## config.mk

```make
export PLATFORM = sky130hd
export DESIGN_NAME = mm_irq_timer
export DESIGN_NICKNAME = d
export VERILOG_FILES = /design/src/design/mm_periph_pkg.sv /design/src/design/mm_irq_timer.sv
export VERILOG_INCLUDE_DIRS = /design/src /design/src/design
export SDC_FILE = /design/constraint.sdc
export NUM_CORES = 1
export LEC_CHECK = 0
export ABC_AREA = 0
export BUFFER_PORTS_ARGS = -buffer_cell sky130_fd_sc_hd__buf_2
export CORE_ASPECT_RATIO = 0.5
export CORE_MARGIN = 5
export CORE_UTILIZATION = 51
export DETAILED_ROUTE_END_ITERATION = 16
export HOLD_SLACK_MARGIN = 0.15
export PLACE_DENSITY = 0.87
export SYNTH_ARGS = -nofsm -noshare
export SYNTH_HDL_FRONTEND = slang
export SYNTH_SLANG_ARGS = --single-unit
```

## constraint.sdc

```tcl
create_clock -name clk_i -period 1.83 [get_ports clk_i]
set_input_delay 0.549 -clock clk_i [delete_from_list [all_inputs] [get_ports clk_i]]
set_output_delay 0.549 -clock clk_i [all_outputs]
set_load 0.02 [all_outputs]
```

## src/design/mm_ram_defines.svh

```systemverilog
/*
 * Memory model parameters.
 * Widths, memory map and magic values shared by the RAM model blocks.
 */
`ifndef MM_RAM_DEFINES_SVH
`define MM_RAM_DEFINES_SVH

// ---------------------------------------------------------------------------
// sizes
// ---------------------------------------------------------------------------
`define MM_RAM_ADDR_WIDTH     16
// debug code window, placed at the top of RAM
`define MM_DBG_ADDR_WIDTH     14
`define MM_INSTR_RDATA_WIDTH  128
`define MM_IRQ_WIDTH          32

// ---------------------------------------------------------------------------
// memory map
// ---------------------------------------------------------------------------
`define MM_ADDR_TEST_STATUS   32'h2000_0000
`define MM_ADDR_EXIT          32'h2000_0004
`define MM_ADDR_TIMER_MASK    32'h1500_0000
`define MM_ADDR_TIMER_CNT     32'h1500_0004
`define MM_ADDR_DEBUG_CTRL    32'h1500_0008

// test status magic values
`define MM_TEST_PASS_VALUE    32'd123456789
`define MM_TEST_FAIL_VALUE    32'd1

`endif

```

## src/design/mm_periph_pkg.sv

```systemverilog
/*
 * Peripheral types of the memory model.
 * Write strobes to the timer and debugger, interrupt and counter types,
 * and the states of the data response FSM.
 */
`include "mm_ram_defines.svh"

package mm_periph_pkg;

    typedef logic [`MM_IRQ_WIDTH-1:0] irq_vec_t;
    typedef logic [4:0]               irq_id_t;
    typedef logic [31:0]              timer_cnt_t;

    // one strobe per writable peripheral register
    typedef struct packed {
        logic        timer_mask_we;
        logic        timer_cnt_we;
        logic        debug_we;
        logic [31:0] wdata;
    } periph_wr_t;

    typedef logic [14:0] dbg_delay_t;
    typedef logic [12:0] dbg_duration_t;

    typedef enum logic [1:0] {
        IDLE,
        PERIPH_VALID,
        RAM_VALID
    } resp_state_e;

endpackage

```

## src/design/mm_irq_timer.sv

```systemverilog
/*
 * Interrupt timer.
 * Counts down from the written value and then loads the mask register
 * into the interrupt vector. Acknowledged IDs clear their own bit.
 */
`timescale 1ns/1ps

module mm_irq_timer (
    input  logic                       clk_i,
    input  logic                       rst_ni,
    input  mm_periph_pkg::periph_wr_t  periph_wr_i,
    input  logic                       irq_ack_i,
    input  mm_periph_pkg::irq_id_t     irq_id_i,
    output mm_periph_pkg::irq_vec_t    irq_o
);
    import mm_periph_pkg::*;

    irq_vec_t   mask_q;
    timer_cnt_t cnt_q;

    always_ff @(posedge clk_i or negedge rst_ni) begin
        if (!rst_ni) begin
            mask_q <= '0;
            cnt_q  <= '0;
            irq_o  <= '0;
        end else begin
            if (periph_wr_i.timer_mask_we) begin
                mask_q <= irq_vec_t'(periph_wr_i.wdata);
            end

            // a count of zero stops the timer
            if (periph_wr_i.timer_cnt_we) begin
                cnt_q <= periph_wr_i.wdata;
            end else if (cnt_q != '0) begin
                cnt_q <= cnt_q - 1'b1;
            end

            if (cnt_q == timer_cnt_t'(1)) begin
                irq_o <= mask_q;
            end else if (irq_ack_i) begin
                irq_o[irq_id_i] <= 1'b0;
            end
        end
    end

    a_one_timer_strobe: assert property (@(posedge clk_i) disable iff (!rst_ni)
        !(periph_wr_i.timer_mask_we && periph_wr_i.timer_cnt_we))
        else $error("timer mask and count written in the same cycle");

endmodule

```

==> impl_metrics.py <==
metrics = {
    "logic_synthesis": {
        "synthArstFlopShare": 1.00,
        "synth_edf_count": 0,
        "syn-num-nets": 530,
        "syn_inst": 485,
        "synth_cell_types": 56,
        "yosys_warnings": 0,
        "syn_area_um2": 4820,
        "synth-seq-cells": 96,
        "syn_area_per_cell_um2": 9.93,
        "synthFlopType": "dfrtp_1",
        "seq_area_frac_synth": 0.499,
    },
    "timing": {
        "worst_pin_slew_ns": 0.511,
        "fin_ws_ns": -0.298,
        "rsz0062_at_grt": "true",
        "fin_hold_ws_ns": 0.437,
        "fmax_mhz": 470,
        "drv_slew": 0,
        "min_period_over_period": 1.16,
        "slew-limit-headroom": 0.656,
        "setup_viol": 64,
        "tns_ns": -9.28,
        "finalCriticalPeriod_ns": 2.13,
        "final_hold_viol_count": 0,
        "fin_skew_ns": 0.00914,
    },
    "floorplan": {
        "rows": 25,
        "die_w_um": 147,
        "die_h_um": 78.7,
        "die_area_um2": 11600,
        "core-area_um2": 9320,
        "ios": 75,
        "start_util": 0.517,
    },
    "detailed_routing": {
        "drt-pass1-iter-count": 6,
        "vias": 4647,
        "drc": 0,
        "wl_per_cell_um": 20.8,
        "routed_via_density": 6.25,
        "ant_nets": 0,
        "drt_wl_total_mm": 15.5,
        "drt_iter0_drc": 583,
    },
    "clocking": {
        "cts_root_buf": "clkbuf_16",
        "clk_pin_slew_ns": 0.07,
        "clk_latency_ns": 0.35,
        "cts_tree": "yes",
        "clockBufferDepth": 2,
        "cts_inserted_buffers": 9,
        "cts.sinks": 96,
        "h-tree-depth": 3,
    },
    "power": {
        "p_per_area_nw_per_um2": 933,
        "p_leak_nw": 3.07,
        "ir_worst_vdd_mv": 0.453,
    },
    "run_status": {
        "violations": "setup timing",
        "status": "finished, violations left",
    },
    "layout": {
        "ff_latch_area_um2": 2400,
        "syn2layout_area_growth_pct": 32.1,
        "nNetsFinal": 662,
        "multiInputGateArea_um2": 2320,
        "drive_gt1_frac": 0.352,
        "antenna_cells": 0,
        "fillers": 594,
    },
    "setup_path": {
        "cp.required_ns": 2.11,
        "end_kind": "flop",
        "crit_fanout": 7,
        "crit_arrival_ns": 2.41,
        "critPathLaunchType": "flop",
        "path_class": "reg -> reg",
    },
    "run": {
        "maxCapViolCount": 0,
    },
    "placement": {
        "dp_hpwl_mm": 10.1,
        "port_buffers": 73,
        "gp_congestion": 0.927,
    },
    "global_routing": {
        "grt_pass1_vias": 4488,
        "grt_pass1_wl_mm": 23.3,
        "grt_max_degree": 37,
        "grt-ovfl-total": 0,
        "antenna_found_initial": 0,
        "gr-usage-all-layers": 0.255,
    },
    "hold_path": {
        "hold_class": "in -> reg",
    },
}
==> sequential cells by signal, summed over array words and instances, names as in the netlist <==
signal and count:
cnt_q 32, irq_o 32, mask_q 32
==> Yosys cell counts, types with 5 or more instances <==
cell type | count | area, µm²
a2111oi_0 | 5 | 43.8
nor2_1 | 19 | 71.3
nor3_1 | 9 | 45.0
nand2_1 | 56 | 210
clkbuf_1 | 18 | 67.6
or3_1 | 5 | 31.3
xor2_1 | 6 | 52.6
xnor2_1 | 7 | 61.3
nand3_1 | 6 | 30.0
nor4_1 | 9 | 56.3
mux2i_1 | 32 | 320
and4_1 | 6 | 52.6
dfrtp_1 | 96 | 2400
nand4_1 | 6 | 37.5
inv_1 | 44 | 165
buf_2 | 7 | 35.0
a311oi_1 | 5 | 43.8
nand3b_1 | 5 | 37.5
o21ai_0 | 68 | 340
o31ai_1 | 7 | 52.6
==> worst max-delay path, stage by stage (launching register included) <==
cell     delay [ns]
dfrtp_1        0.41
buf_4          0.16
or3_1          0.47
buf_4          0.23
nor4_1         0.39
xnor2_1        0.23
o21ai_4        0.17
==> logic make-up after synthesis <==
kind of cell	count (synthesis)	synth area share
and+or+nand+nor	147	0.176
AOI/OAI and AO/OA	117	0.157
DFF	96	0.499
buffers and inverters	74	0.0641
muxes	36	0.0758
xor gates and xnor gates	13	0.0236
adders and majority gates	2	0.00519
==> area by class of cell <==
type,count,share of cell area
sequential,96,0.378
multi-input combinational,315,0.364
timing repair buffer,151,0.160
clock buffer,11,0.0381
inverter,44,0.0260
tap,121,0.0238
clock inverter,5,0.0100
==> cell usage in the layout, fill, tap and decap left out, types with 3 or more instances in the layout <==
cell / netlist / routed
inv_1: 44 / 42
clkbuf_16: 0 / 9
nand3_1: 6 / 6
mux2_2: 4 / 4
or4_4: 0 / 3
nor4_1: 9 / 6
a311oi_1: 5 / 4
a211oi_1: 3 / 3
o31ai_1: 7 / 6
o21ai_0: 68 / 61
xnor2_1: 7 / 7
or3_1: 5 / 4
nor3_1: 9 / 7
nor4_2: 2 / 5
buf_2: 7 / 72
nand4_1: 6 / 6
nand3b_1: 5 / 5
mux2i_1: 32 / 25
buf_4: 0 / 68
mux2i_2: 0 / 7
xor2_1: 6 / 6
a2111oi_1: 2 / 6
o211ai_1: 4 / 4
and4_1: 6 / 6
buf_12: 0 / 3
dfrtp_1: 96 / 96
o21ai_2: 0 / 6
nor2_1: 19 / 18
o41ai_2: 0 / 3
buf_6: 3 / 7
nand2_1: 56 / 56
==> routing by layer <==
layer / up-vias / share of wire / wire length, µm / GRT usage
met5: - / 0 / 0 / 0
met3: 56 / 0.11 / 1650 / 0.0770
li1: 2000 / - / - / -
met4: 0 / 0.031 / 480 / 0.0855
met2: 307 / 0.47 / 7190 / 0.411
met1: 2284 / 0.40 / 6140 / 0.334
==> timing repair <==
item | in CTS | in global routing
endpoints found under the setup margin | 62 | 64
hold endpoints to repair | 23 | 0
gates resized for setup | 29 | 27
setup buffers | 4 | 5
pin swaps | 7 | 18
hold buffers | 1 | 0
==> power by group <==
part           switching, mW  internal (mW)
clock                  0.839           1.11
combinational          0.835          0.538
sequential             0.199           2.41
total                   1.87           4.06
==> worst paths after layout <==
path,startpoint,endpoint,slack (ns),cells after the start
worst max-delay path,cnt_q[1],cnt_q[9],-0.30,6
min in group asynchronous,rst_ni,mask_q[24],0.67,2
worst max register to register,cnt_q[1],cnt_q[9],-0.30,6
max in group asynchronous,rst_ni,cnt_q[24],0.58,3
worst min register to register,mask_q[17],mask_q[17],0.51,1
worst min-delay path,periph_wr_i[24],mask_q[24],0.44,3
==> through the flow <==
stage / util / setup WS [ns] / cell area, µm² / power, mW / std cells
floorplan: - / -0.110 / 4890 / 3.29 / 485
global placement: 0.621 / -0.180 / 5790 / 3.79 / 717
detailed placement: 0.621 / -0.210 / 5790 / 3.87 / 717
CTS: 0.666 / -0.168 / 6210 / 5.85 / 738
global route: 0.683 / -0.355 / 6360 / 6.18 / 743
finish: 0.683 / -0.298 / 6360 / 5.94 / 743
Note: power is estimated with default switching activity, not from simulation.
