--- config.mk ---
export PLATFORM = sky130hd
export DESIGN_NAME = mm_addr_decode
export DESIGN_NICKNAME = d
export VERILOG_FILES = /design/src/design/mm_bus_pkg.sv /design/src/design/mm_periph_pkg.sv /design/src/design/mm_addr_decode.sv
export VERILOG_INCLUDE_DIRS = /design/src /design/src/design
export SDC_FILE = /design/constraint.sdc
export NUM_CORES = 1
export LEC_CHECK = 0
export BUFFER_PORTS_ARGS = -buffer_cell sky130_fd_sc_hd__buf_2
export CORE_MARGIN = 8
export CORE_UTILIZATION = 49
export DETAILED_ROUTE_END_ITERATION = 16
export GPL_TIMING_DRIVEN = 0
export PLACE_DENSITY_LB_ADDON = 0.3
export SLEW_MARGIN = 20
export SYNTH_ARGS = -nofsm -noshare
export SYNTH_HDL_FRONTEND = slang
export SYNTH_SLANG_ARGS = --single-unit
export TNS_END_PERCENT = 100
--- constraint.sdc ---
create_clock -name vclk -period 5.1
set_clock_uncertainty 0.15 [all_clocks]
set_input_delay 0.51 -clock vclk [all_inputs]
set_output_delay 0.51 -clock vclk [all_outputs]
set_load 0.02 [all_outputs]
--- src/design/mm_ram_defines.svh ---
/*
 * Memory model parameters.
 * Widths, memory map and magic values shared by the RAM model blocks.
 */
`ifndef MM_RAM_DEFINES_SVH
`define MM_RAM_DEFINES_SVH

// ---------------------------------------------------------------------------
// sizes
// ---------------------------------------------------------------------------
`define MM_RAM_ADDR_WIDTH     16
// debug code window, placed at the top of RAM
`define MM_DBG_ADDR_WIDTH     14
`define MM_INSTR_RDATA_WIDTH  128
`define MM_IRQ_WIDTH          32

// ---------------------------------------------------------------------------
// memory map
// ---------------------------------------------------------------------------
`define MM_ADDR_TEST_STATUS   32'h2000_0000
`define MM_ADDR_EXIT          32'h2000_0004
`define MM_ADDR_TIMER_MASK    32'h1500_0000
`define MM_ADDR_TIMER_CNT     32'h1500_0004
`define MM_ADDR_DEBUG_CTRL    32'h1500_0008

// test status magic values
`define MM_TEST_PASS_VALUE    32'd123456789
`define MM_TEST_FAIL_VALUE    32'd1

`endif

--- src/design/mm_bus_pkg.sv ---
/*
 * Bus types of the memory model.
 * Address and data words, the core data request, the decoded RAM request
 * and the select that tells the response path who answers.
 */
`include "mm_ram_defines.svh"

package mm_bus_pkg;

    typedef logic [31:0]                      bus_addr_t;
    typedef logic [31:0]                      bus_data_t;
    typedef logic [3:0]                       bus_be_t;
    typedef logic [`MM_RAM_ADDR_WIDTH-1:0]    ram_addr_t;
    typedef logic [`MM_INSTR_RDATA_WIDTH-1:0] instr_data_t;

    // data request as issued by the core
    typedef struct packed {
        logic      req;
        logic      we;
        bus_be_t   be;
        bus_addr_t addr;
        bus_data_t wdata;
    } data_req_t;

    // data port B request after decode and remap
    typedef struct packed {
        logic      en;
        logic      we;
        bus_be_t   be;
        ram_addr_t addr;
        bus_data_t wdata;
    } ram_req_t;

    typedef enum logic [1:0] {
        SEL_RAM,
        SEL_ZERO,
        SEL_ERR
    } rdata_sel_e;

endpackage

--- src/design/mm_periph_pkg.sv ---
/*
 * Peripheral types of the memory model.
 * Write strobes to the timer and debugger, interrupt and counter types,
 * and the states of the data response FSM.
 */
`include "mm_ram_defines.svh"

package mm_periph_pkg;

    typedef logic [`MM_IRQ_WIDTH-1:0] irq_vec_t;
    typedef logic [4:0]               irq_id_t;
    typedef logic [31:0]              timer_cnt_t;

    // one strobe per writable peripheral register
    typedef struct packed {
        logic        timer_mask_we;
        logic        timer_cnt_we;
        logic        debug_we;
        logic [31:0] wdata;
    } periph_wr_t;

    typedef logic [14:0] dbg_delay_t;
    typedef logic [12:0] dbg_duration_t;

    typedef enum logic [1:0] {
        IDLE,
        PERIPH_VALID,
        RAM_VALID
    } resp_state_e;

endpackage

--- src/design/mm_addr_decode.sv ---
/*
 * Address decoder of the memory model.
 * Sends each data request to RAM or to a peripheral, moves the debug code
 * window to the top of RAM on both ports and raises the test status pulses.
 */
`timescale 1ns/1ps
`include "mm_ram_defines.svh"

module mm_addr_decode (
    input  logic                       clk_i,
    input  logic                       rst_ni,
    input  mm_bus_pkg::data_req_t      data_req_i,
    input  mm_bus_pkg::bus_addr_t      instr_addr_i,
    input  mm_bus_pkg::bus_addr_t      dm_halt_addr_i,
    output mm_bus_pkg::ram_req_t       ram_req_o,
    output mm_bus_pkg::ram_addr_t      instr_ram_addr_o,
    output mm_periph_pkg::periph_wr_t  periph_wr_o,
    output mm_bus_pkg::rdata_sel_e     rdata_sel_o,
    output logic                       ram_access_o,
    output logic                       tests_passed_o,
    output logic                       tests_failed_o,
    output logic                       exit_valid_o,
    output mm_bus_pkg::bus_data_t      exit_value_o
);
    import mm_bus_pkg::*;

    localparam bus_addr_t RAM_SIZE = bus_addr_t'(2 ** `MM_RAM_ADDR_WIDTH);
    localparam bus_addr_t DBG_SIZE = bus_addr_t'(2 ** `MM_DBG_ADDR_WIDTH);
    localparam ram_addr_t DBG_BASE = ram_addr_t'(RAM_SIZE - DBG_SIZE);

    logic ram_map;
    logic wr;
    logic hit_status;
    logic hit_exit;
    logic hit_tmask;
    logic hit_tcnt;
    logic hit_dbg_ctrl;

    function automatic logic in_dbg_window(bus_addr_t addr, bus_addr_t halt);
        return (addr >= halt) && (addr < halt + DBG_SIZE);
    endfunction

    // debug window goes to the top of RAM, anything else keeps its low bits
    function automatic ram_addr_t remap(bus_addr_t addr, bus_addr_t halt);
        ram_addr_t offset;
        offset = ram_addr_t'(addr - halt);
        if (in_dbg_window(addr, halt)) begin
            return offset + DBG_BASE;
        end
        return ram_addr_t'(addr);
    endfunction

    assign ram_map = (data_req_i.addr < RAM_SIZE) ||
                     in_dbg_window(data_req_i.addr, dm_halt_addr_i);
    assign wr      = data_req_i.req && data_req_i.we;

    // peripheral registers only answer outside the RAM map
    assign hit_status   = !ram_map && (data_req_i.addr == `MM_ADDR_TEST_STATUS);
    assign hit_exit     = !ram_map && (data_req_i.addr == `MM_ADDR_EXIT);
    assign hit_tmask    = !ram_map && (data_req_i.addr == `MM_ADDR_TIMER_MASK);
    assign hit_tcnt     = !ram_map && (data_req_i.addr == `MM_ADDR_TIMER_CNT);
    assign hit_dbg_ctrl = !ram_map && (data_req_i.addr == `MM_ADDR_DEBUG_CTRL);

    assign ram_access_o = data_req_i.req && ram_map;

    assign ram_req_o = '{
        en:    ram_access_o,
        we:    data_req_i.we,
        be:    data_req_i.be,
        addr:  remap(data_req_i.addr, dm_halt_addr_i),
        wdata: data_req_i.wdata
    };

    assign instr_ram_addr_o = remap(instr_addr_i, dm_halt_addr_i);

    assign periph_wr_o = '{
        timer_mask_we: wr && hit_tmask,
        timer_cnt_we:  wr && hit_tcnt,
        debug_we:      wr && hit_dbg_ctrl,
        wdata:         data_req_i.wdata
    };

    // only RAM reads carry data back, reads elsewhere are errors
    always_comb begin
        if (data_req_i.req && !data_req_i.we) begin
            rdata_sel_o = ram_map ? SEL_RAM : SEL_ERR;
        end else begin
            rdata_sel_o = SEL_ZERO;
        end
    end

    // ---------------------------------------------------------------------
    // test status
    // ---------------------------------------------------------------------
    assign tests_passed_o = wr && hit_status && (data_req_i.wdata == `MM_TEST_PASS_VALUE);
    assign tests_failed_o = wr && hit_status && (data_req_i.wdata == `MM_TEST_FAIL_VALUE);
    assign exit_valid_o   = wr && hit_exit;
    assign exit_value_o   = (wr && hit_exit) ? data_req_i.wdata : '0;

    a_write_mapped: assert property (@(posedge clk_i) disable iff (!rst_ni)
        wr |-> (ram_map || hit_status || hit_exit || hit_tmask || hit_tcnt || hit_dbg_ctrl))
        else $error("out of bounds write to %08x with %08x",
                    data_req_i.addr, data_req_i.wdata);

endmodule

==> impl_metrics.yaml <==
routing:
  postRouteAntennaNets: 0
  drt_wl_total_um: 20000
  drc: 0
  dr.pass1.iters: 5
  num_vias: 6281
  drtIter0Drc: 240
  wl_per_cell_um: 17.6
  vias_per_cell: 5.52
setup_path:
  required_ps: 4440
  start_kind: "input pin"
  worst-path-max-fanout: 8
  end_kind: "output port"
  cp_cell_sequence: "buf_2 -> ha_1 -> inv_1 -> or2_2 -> nor3_2 -> xnor2_1 -> ha_1 -> a21o_1 -> a22o_1 -> a2111oi_2 -> o22ai_1 -> and4_2 -> nor3_4 -> buf_4 -> mux2_2 -> buf_2"
  max_stage_delay_ps: 390
  crit_slowest_cell: "a2111oi_2"
  path_class: "input pin to output port"
  cp_data_arrival_time_ps: 4270
synth:
  synthesis.area_um2: 5710
  synth_fp_nets: 998
  syn_inst: 719
  synth_fa_ha_area_share_pct: 33.5
  yosysSeqAreaShare_pct: 0
  synth_compound_area_share_pct: 17.9
  synth_top_family_by_area: "adder cells"
  avgSynthCellArea_um2: 7.95
  synthMuxAreaShare_pct: 6.53
  yosysUniqueCellTypes: 63
  synth_xor_xnor_area_share_pct: 6.44
  synth_simple_gate_area_share_pct: 21.3
  ys_warn_count: 0
timing:
  finalCritPeriodShare_pct: 96.7
  worst_pin_slew_ps: 669
  finalCriticalPeriod_ps: 4930
  setup_viol_count_final: 0
  slew_violations: 0
  relSlewSlack_pct: 55.4
  hold_ws_ps: 1090
  hold_viol: 0
  fmax_mhz: 203
placed_design:
  place_congestion: 0.964
  place_inst: 1135
  numPortBuffers: 273
  hpwl_um: 18000
die:
  die_x_um: 124
  die-area_um2: 15400
  start_util_pct: 50.0
  ios: 279
  die_h_um: 124
  core_um2: 11400
  rows: 39
grt:
  grt-ovfl-total: 0
  grt_pass1_vias: 6244
  grt_max_degree: 11
  grt_pass1_wl_um: 30000
  grt_use_total_pct: 23.9
  antenna_found_initial: 1
pwr:
  ir_worst_vdd_v: 0.0000820
  cellPowerDensity_nw_per_um2: 117
  p_leak_nw: 4.10
final_layout:
  diodes: 0
  final_cells: 1137
  fillers: 1041
  nFlopsAndLatches: 0
  nets: 1275
  n_clock_buffer: 0
  final-seq-area_um2: 0
  drive_above_1_share_pct: 39.0
  syn2layout_area_growth_pct: 27.9
run:
  drv_cap: 0
clocking:
  cts_hold_buf: 0
min_path:
  hp-class: "input pin to output port"
status:
  status: "completed"
==> kinds of logic after synthesis <==
kind of cell,after synthesis
simple gates,211
xor+xnor,42
compound gates,147
buf+inv,143
fa+ha+maj,144
mux,32
==> final timing paths <==
| kind | from | end | cells past startpoint |
|---|---|---|---|
| max | dm_halt_addr_i[14] | ram_req_o[35] | 16 |
| min | data_req_i[64] | ram_req_o[48] | 2 |
==> where the power goes <==
group          internal (W)  leakage [nW]  switching (W)
Sequential                0             0              0
Clock                     0             0              0
Combinational      0.000380          4.10       0.000478
Total              0.000380          4.10       0.000478
==> critical path, delay by kind of cell <==
kind                       cells  cell delay, ps
and+or+nand+nor                4            1110
AOI/OAI and AO/OA              4             980
buffers and inverters          4             620
adders and majority gates      2             520
muxes                          1             340
xor gates and xnor gates       1             170
==> timing repair <==
action | in CTS | in global routing
pin swaps | 2 | 0
gates resized for setup | 4 | 3
endpoints found under the setup margin | 63 | 51
setup buffers | 3 | 0
gates cloned | 0 | 0
==> per-layer routing <==
layer,wire (µm),vias to the layer above,track usage [%]
li1,-,3119,-
met1,7740,2913,26.3
met2,10400,217,47.5
met3,1450,30,2.90
met4,422,2,5.06
met5,8,-,0
==> area by class of cell <==
class / instances / area [µm²] / share of cell area, %
Inverter: 67 / 251 / 3.44
Multi-Input combinational cell: 576 / 4930 / 67.4
Timing Repair Buffer: 276 / 1390 / 19.0
Buffer: 75 / 561 / 7.67
Tap cell: 143 / 179 / 2.45
==> stage by stage <==
| step | total power (W) | worst slack (ps) | TNS [ps] | utilization, % | cell area [µm²] |
|---|---|---|---|---|---|
| floorplan | 0.000575 | 665 | 0 | - | 5710 |
| global placement | 0.000832 | -354 | -2840 | 63.6 | 7260 |
| detailed placement | 0.000843 | -457 | -6680 | 63.6 | 7260 |
| CTS | 0.000856 | 5.29 | 0 | 64.0 | 7310 |
| global route | 0.000936 | -2.65 | -2.65 | 64.0 | 7310 |
| finish | 0.000858 | 170 | 0 | 64.0 | 7310 |
==> cells in the final DEF (no fill, tap or decap), drive strengths merged, types with 4 or more instances in the layout <==
cell type / n
inv: 67
nor4: 21
nand4: 18
o21ai: 16
fa: 15
nor2: 32
or2: 4
and2: 41
o21a: 14
o311ai: 4
mux2: 21
a21o: 22
o2111ai: 4
nand2b: 10
and4: 9
or3: 4
buf: 351
ha: 128
xor2: 11
a31oi: 9
xnor2: 31
nor3: 15
nand3: 8
a221oi: 4
a21oi: 29
o211ai: 9
nor2b: 7
a211oi: 5
o21bai: 6
and3: 6
nand2: 25
mux2i: 11
==> synth_stat cells (all sizes together) (5+ instances only) <==
| master | count | area (µm²) |
|---|---|---|
| ha | 128 | 1600 |
| buf | 75 | 561 |
| inv | 67 | 251 |
| and2 | 41 | 257 |
| nor2 | 32 | 120 |
| xnor2 | 31 | 272 |
| a21oi | 29 | 145 |
| nand2 | 25 | 93.8 |
| a21o | 22 | 165 |
| mux2 | 21 | 263 |
| nor4 | 21 | 138 |
| nand4 | 18 | 119 |
| o21ai | 16 | 80.1 |
| fa | 15 | 300 |
| nor3 | 15 | 86.3 |
| o21a | 14 | 105 |
| mux2i | 11 | 110 |
| xor2 | 11 | 96.3 |
| nand2b | 10 | 62.6 |
| a31oi | 9 | 56.3 |
| and4 | 9 | 78.8 |
| o211ai | 9 | 67.6 |
| nand3 | 8 | 40.0 |
| nor2b | 7 | 43.8 |
| and3 | 6 | 37.5 |
| o21bai | 6 | 45.0 |
| a211oi | 5 | 37.5 |
(Power assumes the default switching activity.)
