$ cat src/design/mm_ram_defines.svh
/*
 * Memory model parameters.
 * Widths, memory map and magic values shared by the RAM model blocks.
 */
`ifndef MM_RAM_DEFINES_SVH
`define MM_RAM_DEFINES_SVH

// ---------------------------------------------------------------------------
// sizes
// ---------------------------------------------------------------------------
`define MM_RAM_ADDR_WIDTH     16
// debug code window, placed at the top of RAM
`define MM_DBG_ADDR_WIDTH     14
`define MM_INSTR_RDATA_WIDTH  128
`define MM_IRQ_WIDTH          32

// ---------------------------------------------------------------------------
// memory map
// ---------------------------------------------------------------------------
`define MM_ADDR_TEST_STATUS   32'h2000_0000
`define MM_ADDR_EXIT          32'h2000_0004
`define MM_ADDR_TIMER_MASK    32'h1500_0000
`define MM_ADDR_TIMER_CNT     32'h1500_0004
`define MM_ADDR_DEBUG_CTRL    32'h1500_0008

// test status magic values
`define MM_TEST_PASS_VALUE    32'd123456789
`define MM_TEST_FAIL_VALUE    32'd1

`endif

$ cat src/design/mm_bus_pkg.sv
/*
 * Bus types of the memory model.
 * Address and data words, the core data request, the decoded RAM request
 * and the select that tells the response path who answers.
 */
`include "mm_ram_defines.svh"

package mm_bus_pkg;

    typedef logic [31:0]                      bus_addr_t;
    typedef logic [31:0]                      bus_data_t;
    typedef logic [3:0]                       bus_be_t;
    typedef logic [`MM_RAM_ADDR_WIDTH-1:0]    ram_addr_t;
    typedef logic [`MM_INSTR_RDATA_WIDTH-1:0] instr_data_t;

    // data request as issued by the core
    typedef struct packed {
        logic      req;
        logic      we;
        bus_be_t   be;
        bus_addr_t addr;
        bus_data_t wdata;
    } data_req_t;

    // data port B request after decode and remap
    typedef struct packed {
        logic      en;
        logic      we;
        bus_be_t   be;
        ram_addr_t addr;
        bus_data_t wdata;
    } ram_req_t;

    typedef enum logic [1:0] {
        SEL_RAM,
        SEL_ZERO,
        SEL_ERR
    } rdata_sel_e;

endpackage

$ cat src/design/mm_periph_pkg.sv
/*
 * Peripheral types of the memory model.
 * Write strobes to the timer and debugger, interrupt and counter types,
 * and the states of the data response FSM.
 */
`include "mm_ram_defines.svh"

package mm_periph_pkg;

    typedef logic [`MM_IRQ_WIDTH-1:0] irq_vec_t;
    typedef logic [4:0]               irq_id_t;
    typedef logic [31:0]              timer_cnt_t;

    // one strobe per writable peripheral register
    typedef struct packed {
        logic        timer_mask_we;
        logic        timer_cnt_we;
        logic        debug_we;
        logic [31:0] wdata;
    } periph_wr_t;

    typedef logic [14:0] dbg_delay_t;
    typedef logic [12:0] dbg_duration_t;

    typedef enum logic [1:0] {
        IDLE,
        PERIPH_VALID,
        RAM_VALID
    } resp_state_e;

endpackage

$ cat src/design/mm_data_resp.sv
/*
 * Data port response.
 * Grants every request in its own cycle and raises rvalid exactly one
 * cycle later, picking RAM data or zero for the answer.
 */
`timescale 1ns/1ps

module mm_data_resp (
    input  logic                    clk_i,
    input  logic                    rst_ni,
    input  logic                    req_i,
    input  logic                    ram_access_i,
    input  mm_bus_pkg::rdata_sel_e  rdata_sel_i,
    input  mm_bus_pkg::bus_data_t   ram_rdata_i,
    output logic                    gnt_o,
    output logic                    rvalid_o,
    output mm_bus_pkg::bus_data_t   rdata_o
);
    import mm_bus_pkg::*;
    import mm_periph_pkg::*;

    resp_state_e state_q;
    resp_state_e state_d;
    rdata_sel_e  sel_q;

    // RAM always grants in the request cycle
    assign gnt_o = req_i;

    always_comb begin
        if (!req_i) begin
            state_d = IDLE;
        end else if (ram_access_i) begin
            state_d = RAM_VALID;
        end else begin
            state_d = PERIPH_VALID;
        end
    end

    always_ff @(posedge clk_i or negedge rst_ni) begin
        if (!rst_ni) begin
            state_q <= IDLE;
            sel_q   <= SEL_ZERO;
        end else begin
            state_q <= state_d;
            sel_q   <= rdata_sel_i;
        end
    end

    // state names the source answering in this cycle
    assign rvalid_o = (state_q != IDLE);

    always_comb begin
        unique case (state_q)
            RAM_VALID: rdata_o = (sel_q == SEL_RAM) ? ram_rdata_i : '0;
            default:   rdata_o = '0;
        endcase
    end

    a_no_err_read: assert property (@(posedge clk_i) disable iff (!rst_ni)
        rvalid_o |-> (sel_q != SEL_ERR))
        else $error("out of bounds read answered with zero");

endmodule

$ cat config.mk
export PLATFORM = sky130hd
export DESIGN_NAME = mm_data_resp
export DESIGN_NICKNAME = d
export VERILOG_FILES = /design/src/design/mm_bus_pkg.sv /design/src/design/mm_periph_pkg.sv /design/src/design/mm_data_resp.sv
export VERILOG_INCLUDE_DIRS = /design/src /design/src/design
export SDC_FILE = /design/constraint.sdc
export NUM_CORES = 1
export LEC_CHECK = 0
export ABC_AREA = 1
export BUFFER_PORTS_ARGS = -buffer_cell sky130_fd_sc_hd__buf_2
export CAP_MARGIN = 20
export CORE_ASPECT_RATIO = 0.9
export CORE_MARGIN = 1
export CORE_UTILIZATION = 30
export CTS_CLUSTER_SIZE = 10
export DETAILED_ROUTE_END_ITERATION = 7
export PLACE_DENSITY = 0.79
export SETUP_SLACK_MARGIN = 0.4
export SLEW_MARGIN = 20
export SYNTH_ARGS = -nofsm -noshare
export SYNTH_HDL_FRONTEND = slang
export SYNTH_SLANG_ARGS = --single-unit
$ cat constraint.sdc
create_clock -name clk_i -period 1.5 [get_ports clk_i]
set_clock_uncertainty 0.15 [all_clocks]
set_input_delay 0.15 -clock clk_i [delete_from_list [all_inputs] [get_ports clk_i]]
set_output_delay 0.15 -clock clk_i [all_outputs]
set_load 0.01 [all_outputs]
==> results.cfg, run 1 <==
[status]
outcome = finished, violations left
violations = negative setup slack

[floorplan]
rows = 13
start_util_pct = 34.2
die_w_um = 46.0
design.die.area_sq_um = 1910
io_pins = 72
core_area_sq_um = 1530
die_h_um = 41.6

[setup_path]
path_delay_family = flip-flops
cp.arrival_ns = 1.24
crit_path_start_kind = register
setup.worst_path.end_class = primary output
cp_cell_sequence = nor2_4 -> buf_6 -> nand2_2 -> nor2_2 -> buf_2
max_stage_delay_ns = 0.57
required_ns = 1.20
worstPathBufferInverterCount = 2
cpMaxStageDelayCell = dfstp_2
cp_num_cells = 5
cp_max_fo = 7
criticalPathCategory = reg -> out

[clock_tree]
cts_tree = yes
cts_buffer_depth = 2
clk_transition_reported_paths_ns = 0.04
clock-sinks = 4
cts_root_buffer = clkbuf_4
htreeDepth = 1
cts_buffers = 3

[detailed_routing]
ant_nets = 0
firstDrtPassIters = 4
via_count = 762
routed_wl_um = 1820
vias_per_cell = 4.14
drt_iter0_markers = 11
wire_per_inst_um = 9.88
drcViolationCount = 0

[pwr]
p_total_w = 0.000452
power.density_nw_per_um2 = 426
ir_drop_mv = 0.387
p_leak_nw = 0.570

[logic_synthesis]
synthesis.area_sq_um = 523
avgSynthCellArea_sq_um = 6.30
yosysSeqAreaShare_pct = 19.4
synthCells = 83
ys_warn_count = 0
ys_ff_latch = 4
ys_types = 11
syn_nets = 121

[finish]
seq_area_sq_um = 103
multi_input_area_sq_um = 418
fillers = 138
drive_above_1_share_pct = 84.6
final_cell_mix = buf_2, nor2_2, nand2_2
diodes = 0
fin_util_pct = 69.5
area_growth_pct = 103
num-nets-final = 201
mostFrequentLayoutCell = buf_2

[grt]
grt_pass1_wl_um = 2680
track_usage_pct = 18.1
antenna_found_initial = 0
grt_max_degree = 33
grt.overflow.total = 0
grt_pass1_vias = 668

[sta]
worst_pin_slew_ns = 0.197
finalHoldViolCount = 0
finalCritPeriodShare_pct = 103
finalSetupViolations = 32
rsz0062_at_grt = true
relSlewSlack_pct = 86.9
maxSlewViolCount = 0
period_needed_ns = 1.54
setup_ws_ns = -0.0436
fmaxAchievable_mhz = 648

[placed_design]
port_buffers = 71
hpwl_um = 1180
gp_congestion = 0.674

[min_path]
hold_class = in -> async

[job]
cap_violations = 0
-- power by group --
group | leakage, nW | internal, W | switching [W]
Clock | 0.0150 | 0.0000998 | 0.0000432
Combinational | 0.508 | 0.0000922 | 0.0000954
Sequential | 0.0470 | 0.000116 | 0.00000614
Total | 0.570 | 0.000307 | 0.000145
-- layout make-up --
| cell class | instances | area share, % |
|---|---|---|
| well taps | 22 | 2.59 |
| flip-flops and latches | 4 | 9.66 |
| clock buffers | 4 | 2.47 |
| multi-input cells | 70 | 39.3 |
| inverters | 3 | 1.06 |
| repair buffers | 81 | 44.9 |
-- through the flow --
stage	setup TNS (ns)	instance area (sq um)	setup WS, ns	instances	hold slack [ns]
floorplan	0	523	0.371	83	-0.296
global placement	-0.0224	862	-0.0152	170	-0.196
detailed placement	-1.15	862	-0.0789	170	-0.192
CTS	-1.00	1020	-0.0372	184	0.0847
global route	-2.39	1060	-0.0935	184	0.0842
finish	-0.884	1060	-0.0436	184	0.0990
-- final timing paths --
kind	start	to	slack (ns)
worst max-delay path	sel_q[0]$_DFF_PN1_	rdata_o[4]	-0.04
worst min-delay path	rst_ni	state_q[0]$_DFF_PN0_	0.1
max in group asynchronous	rst_ni	sel_q[0]$_DFF_PN1_	0.89
min in group clk_i	req_i	gnt_o	0.36
-- registers in the layout (all words and copies together), names as in the netlist --
register / flops
sel_q: 2
state_q: 2
-- repair_timing --
action                                  in CTS  in global routing
gates cloned                                 1                  0
setup buffers                                4                  0
resized for setup                           16                 14
hold buffers                                 5                  0
endpoints found under the setup margin      33                 33
pin swaps                                    6                  8
endpoints found under the hold margin        8                  0
-- synth_stat cells (all sizes together) --
cell type  count  area share (%)
buf            7              12
dfrtp          3              14
dfstp          1             5.0
inv            3             2.2
nand2         34              25
nor2          34              40
or2            1             1.2
-- per-layer routing --
| metal | vias up | share of wire, % | GRT usage, % |
|---|---|---|---|
| li1 | 399 | - | - |
| met1 | 333 | 36 | 19.9 |
| met2 | 30 | 58 | 34.9 |
| met3 | 0 | 6.3 | 0.870 |
| met4 | 0 | 0 | 5.29 |
| met5 | - | 0 | 0 |
-- cells by family (layout without fill, tap and decap cells) --
logic type / count (synthesis) / after routing / synth area share [%]
AND/OR/NAND/NOR: 69 / 70 / 66.3
buffers and inverters: 10 / 88 / 14.4
flip-flops: 4 / 4 / 19.4
(Power assumes the default switching activity.)
==> run 2, diff against run 1 <==
Settings changed: PLACE_DENSITY 0.79 to 0.85, SKIP_CTS_REPAIR_TIMING from default to 1, TNS_END_PERCENT from default to 1.
==> run 2 against run 1 <==
  * The run still ends with negative setup slack left
  * Clock-buffer cell count did not move
  * Critical path depth did not move
  * Design area fell by 1.6%
  * Critical endpoint is now rdata_o[26]
  * Sequential power barely moved
  * Setup slack got worse by 0.052 ns
==> results.cfg, run 2 (synthesis results as in run 1) <==
[detailed_routing]
drt_iter0_markers = 8
wire_per_inst_um = 10.5
routed_wl_um = 1930
via_count = 798
firstDrtPassIters = 3
ant_nets = 0
drcViolationCount = 0
vias_per_cell = 4.34

[finish]
num-nets-final = 201
drive_above_1_share_pct = 79.6
fin_util_pct = 68.3
diodes = 0
mostFrequentLayoutCell = buf_2
area_growth_pct = 99.8
final_cell_mix = buf_2, nor2_2, nand2_1
layout.cells.non_filler = 184
fillers = 147
top_regs = sel_q: 2 flops, state_q: 2 flops

[sta]
relSlewSlack_pct = 86.8
fmaxAchievable_mhz = 627
finalCritPeriodShare_pct = 106
finalSetupViolations = 32
finalHoldViolCount = 0
maxSlewViolCount = 0
period_needed_ns = 1.60
setup_ws_ns = -0.0957
rsz0062_at_grt = true
fin_setup_tns_ns = -1.14
worst_pin_slew_ns = 0.198

[setup_path]
required_ns = 1.20
setup.worst_path.end_class = primary output
cp_max_fo = 16
crit_path_start_kind = register
criticalPathCategory = reg -> out
cp.arrival_ns = 1.30

[grt]
grt_max_degree = 33
grt_pass1_wl_um = 2240
track_usage_pct = 15.5
grt_pass1_vias = 611
grt.overflow.total = 0
antenna_found_initial = 0

[clock_tree]
cts_buffers = 3
cts_tree = yes
clock-sinks = 4
cts_buffer_depth = 2
cts_root_buffer = clkbuf_4
clk_transition_reported_paths_ns = 0.04
htreeDepth = 1

[floorplan]
die_h_um = 41.6
core_area_sq_um = 1530
die_w_um = 46.0
start_util_pct = 34.2
rows = 13
design.die.area_sq_um = 1910
io_pins = 72

[status]
violations = negative setup slack
outcome = finished, violations left

[min_path]
hold_class = in -> async

[placed_design]
port_buffers = 71
hpwl_um = 1260
dp.cells = 170
gp_congestion = 0.599

[pwr]
ir_drop_mv = 0.490
power.density_nw_per_um2 = 434
p_leak_nw = 0.561

[job]
cap_violations = 0
==> run 2: worst paths after layout <==
check,depth (start not counted),to,startpoint
worst max-delay path,5,rdata_o[26],sel_q[0]$_DFF_PN1_
worst min-delay path,2,state_q[1]$_DFF_PN0_,rst_ni
max in group asynchronous,2,sel_q[0]$_DFF_PN1_,rst_ni
min in group clk_i,2,gnt_o,req_i
==> run 2: power by group <==
part | leakage (nW) | internal, W | total, W | switching (W)
combinational | 0.499 | 0.0000929 | 0.000185 | 0.0000916
sequential | 0.0470 | 0.000115 | 0.000122 | 0.00000683
clock | 0.0150 | 0.000100 | 0.000147 | 0.0000470
total | 0.561 | 0.000308 | 0.000454 | 0.000145
==> run 2: critical path, stage by stage, from the launching register on <==
cell and delay (ns):
dfstp_2 0.57, nor2_4 0.06, buf_12 0.14, nand2_1 0.10, nor2_2 0.05, buf_2 0.14
==> run 2: area by class of cell <==
type	instances	area, sq um	area share, %
Clock buffer	4	26.3	2.51
Inverter	3	11.3	1.08
Tap cell	22	27.5	2.63
Sequential cell	4	103	9.82
Multi-Input combinational cell	70	395	37.8
Timing Repair Buffer	81	482	46.1
==> run 2: metrics by stage <==
| stage | cell area (sq um) | total power, W | worst slack (ns) | hold slack [ns] |
|---|---|---|---|---|
| floorplan | 523 | 0.000202 | 0.371 | -0.296 |
| global placement | 862 | 0.000257 | 0.00886 | -0.196 |
| detailed placement | 862 | 0.000263 | -0.0638 | -0.195 |
| CTS | 888 | 0.000414 | -0.313 | -0.451 |
| global route | 1040 | 0.000486 | -0.132 | 0.101 |
| finish | 1040 | 0.000454 | -0.0957 | 0.0884 |
==> run 2: metal layers <==
| layer | global-route usage (%) | vias up | wire length (um) |
|---|---|---|---|
| met3 | 3.04 | 8 | 115 |
| met1 | 14.6 | 356 | 666 |
| met2 | 29.3 | 34 | 1070 |
| met5 | 0 | - | 0 |
| li1 | - | 400 | - |
| met4 | 8.24 | 0 | 74 |
==> run 3, diff against run 2 <==
Settings changed: ABC_AREA 1 to default, CORE_UTILIZATION 30 to 27, PLACE_DENSITY 0.85 to 0.89, SETUP_SLACK_MARGIN 0.4 to 0.1.
==> run 3 against run 2 <==
  * The run still ends with negative setup slack left
  * Setup slack worse by 0.097 ns
  * Maximum frequency fell by 5.7%
  * Critical path depth decreased by 1
  * Core utilization increased by 6.3 points
  * Sequential power about the same
  * Synthesized cell count decreased by 47%
  * Via count is 30% lower
  * Flip-flop and latch count unchanged
  * Global-route usage is 2.1 points lower
  * Largest cell class unchanged
  * Largest power group is now clock
==> results.cfg, run 3 <==
[finish]
top_regs = sel_q: 2 flops, state_q: 2 flops
num-nets-final = 160
diodes = 0
mostFrequentLayoutCell = buf_2
layout.cells.non_filler = 135
area_growth_pct = 145
drive_above_1_share_pct = 82.6
fin_util_pct = 74.6
fillers = 104
final_cell_mix = buf_2, buf_6, and2_2

[logic_synthesis]
synth_top_family_by_area = simple AND/OR/NAND/NOR gates
synth_top_flop_cell = dfrtp_1
synthCells = 44
synth.area.mux_share_pct = 0
syn_nets = 82
synth-compound-area-share_pct = 0
synth_commonest_cells = and2_2, and2_1, clkbuf_2, dfrtp_1
synth-xor-area-share_pct = 0
post-synth-top-count-cell = and2_2
synthSimpleGateAreaFrac_pct = 68.5
synthesis.area_sq_um = 393
ys_warn_count = 0
synth_edf_count = 0
yosysSeqAreaShare_pct = 25.8
ys_types = 9
synth_area_leaders = and2_2, and2_1, dfrtp_1, dfstp_2, nor4b_4
synth_top_area_cell = and2_2
ys_ff_latch = 4
async_reset_ff_share_pct = 100
avgSynthCellArea_sq_um = 8.93
yosys.area_share.adder_pct = 0
synth_top_area_share_pct = 40.1

[grt]
antenna_found_initial = 0
groute.layer.met3.usage_pct = 3.77
grt_busiest_layer = met2
grt_max_degree = 17
met1_usage_pct = 12.7
grt_pass1_wl_um = 1570
grt.overflow.total = 0
grt_pass1_vias = 405
use_met2_pct = 24.2
track_usage_pct = 13.4

[floorplan]
rows = 12
start_util_pct = 30.4
io_pins = 72
core_area_sq_um = 1290
die_h_um = 38.2
design.die.area_sq_um = 1610
die_w_um = 42.2

[detailed_routing]
via_count = 556
routed_wl_um = 1350
firstDrtPassIters = 3
drcViolationCount = 0
vias_per_cell = 4.12
ant_nets = 0
drt_iter0_markers = 1
wire_per_inst_um = 9.96

[status]
outcome = finished, violations left
violations = negative setup slack

[min_path]
hold_class = in -> reg

[sta]
setup_ws_ns = -0.193
finalSetupViolations = 32
maxSlewViolCount = 0
finalHoldViolCount = 0
worst_hold_slack_ns = 0.0128
rsz0062_at_grt = true
period_needed_ns = 1.69
worst_pin_slew_ns = 0.267
finalCritPeriodShare_pct = 113
relSlewSlack_pct = 82.1
fmaxAchievable_mhz = 591

[pwr]
power.density_nw_per_um2 = 389
p_leak_nw = 0.561
ir_drop_mv = 0.401
p_total_w = 0.000374

[setup_path]
criticalPathCategory = reg -> out
required_ns = 1.20
cp.arrival_ns = 1.39
setup.worst_path.end_class = primary output
crit_path_start_kind = register
cp_max_fo = 16

[clock_tree]
cts_root_buffer = clkbuf_4
cts_buffers = 3
htreeDepth = 1
clock-sinks = 4
cts_buffer_depth = 2
cts_tree = yes
clk_transition_reported_paths_ns = 0.04

[placed_design]
post-place-ws_ns = 0.0380
hpwl_um = 996
gp_congestion = 0.619
port_buffers = 71
dp.cells = 127

[job]
cap_violations = 0
run 3: cell count changes after synthesis, sizes merged:
| cell | change |
|---|---|
| nor2 | -34 |
| clkbuf | +3 |
| inv | -3 |
| and2 | +33 |
| nand2 | -34 |
| nor2b | +1 |
| nor4b | +1 |
| buf | -6 |
run 3: kinds of logic (layout without fill, tap and decap cells):
logic type,after synthesis,in the layout
flops,4,4
buf+inv,4,81
simple gates,36,36
run 3: power by group:
| part | internal (W) | total [W] | switching, W |
|---|---|---|---|
| Sequential | 0.000115 | 0.000120 | 0.00000465 |
| Clock | 0.0000999 | 0.000146 | 0.0000457 |
| Combinational | 0.0000733 | 0.000109 | 0.0000358 |
| Total | 0.000288 | 0.000374 | 0.0000861 |
run 3: worst paths after layout:
kind                                         to  cells past startpoint                from
max                                  rdata_o[2]                      4  sel_q[1]$_DFF_PN0_
min                        state_q[1]$_DFF_PN0_                      2               req_i
max in group asynchronous    sel_q[0]$_DFF_PN1_                      2              rst_ni
min in group asynchronous    sel_q[1]$_DFF_PN0_                      2              rst_ni
run 3: area by class of cell:
cell class	count	area [sq um]	share of cell area, %
multi-input cells	36	269	27.9
clock buffers	4	26.3	2.73
flip-flops and latches	4	101	10.5
well taps	14	17.5	1.82
repair buffers	77	549	57.0
run 3: through the flow:
step / instance area [sq um] / setup TNS [ns]
after detailed placement: 758 / 0
final: 963 / -5.58
after global routing: 963 / -7.76
after floorplan: 393 / 0
after global placement: 758 / 0
after CTS: 785 / -6.40
run 3: critical path, cell delays in order (launching register included):
cell and delay, ns:
dfrtp_1 0.39, nor4b_4 0.32, buf_6 0.19, and2_1 0.13
buf_2 0.13
run 3: metal layers:
layer	routed length, um	vias up
li1	-	285
met1	445	232
met3	146	0
met2	753	39
met5	0	-
met4	0	0
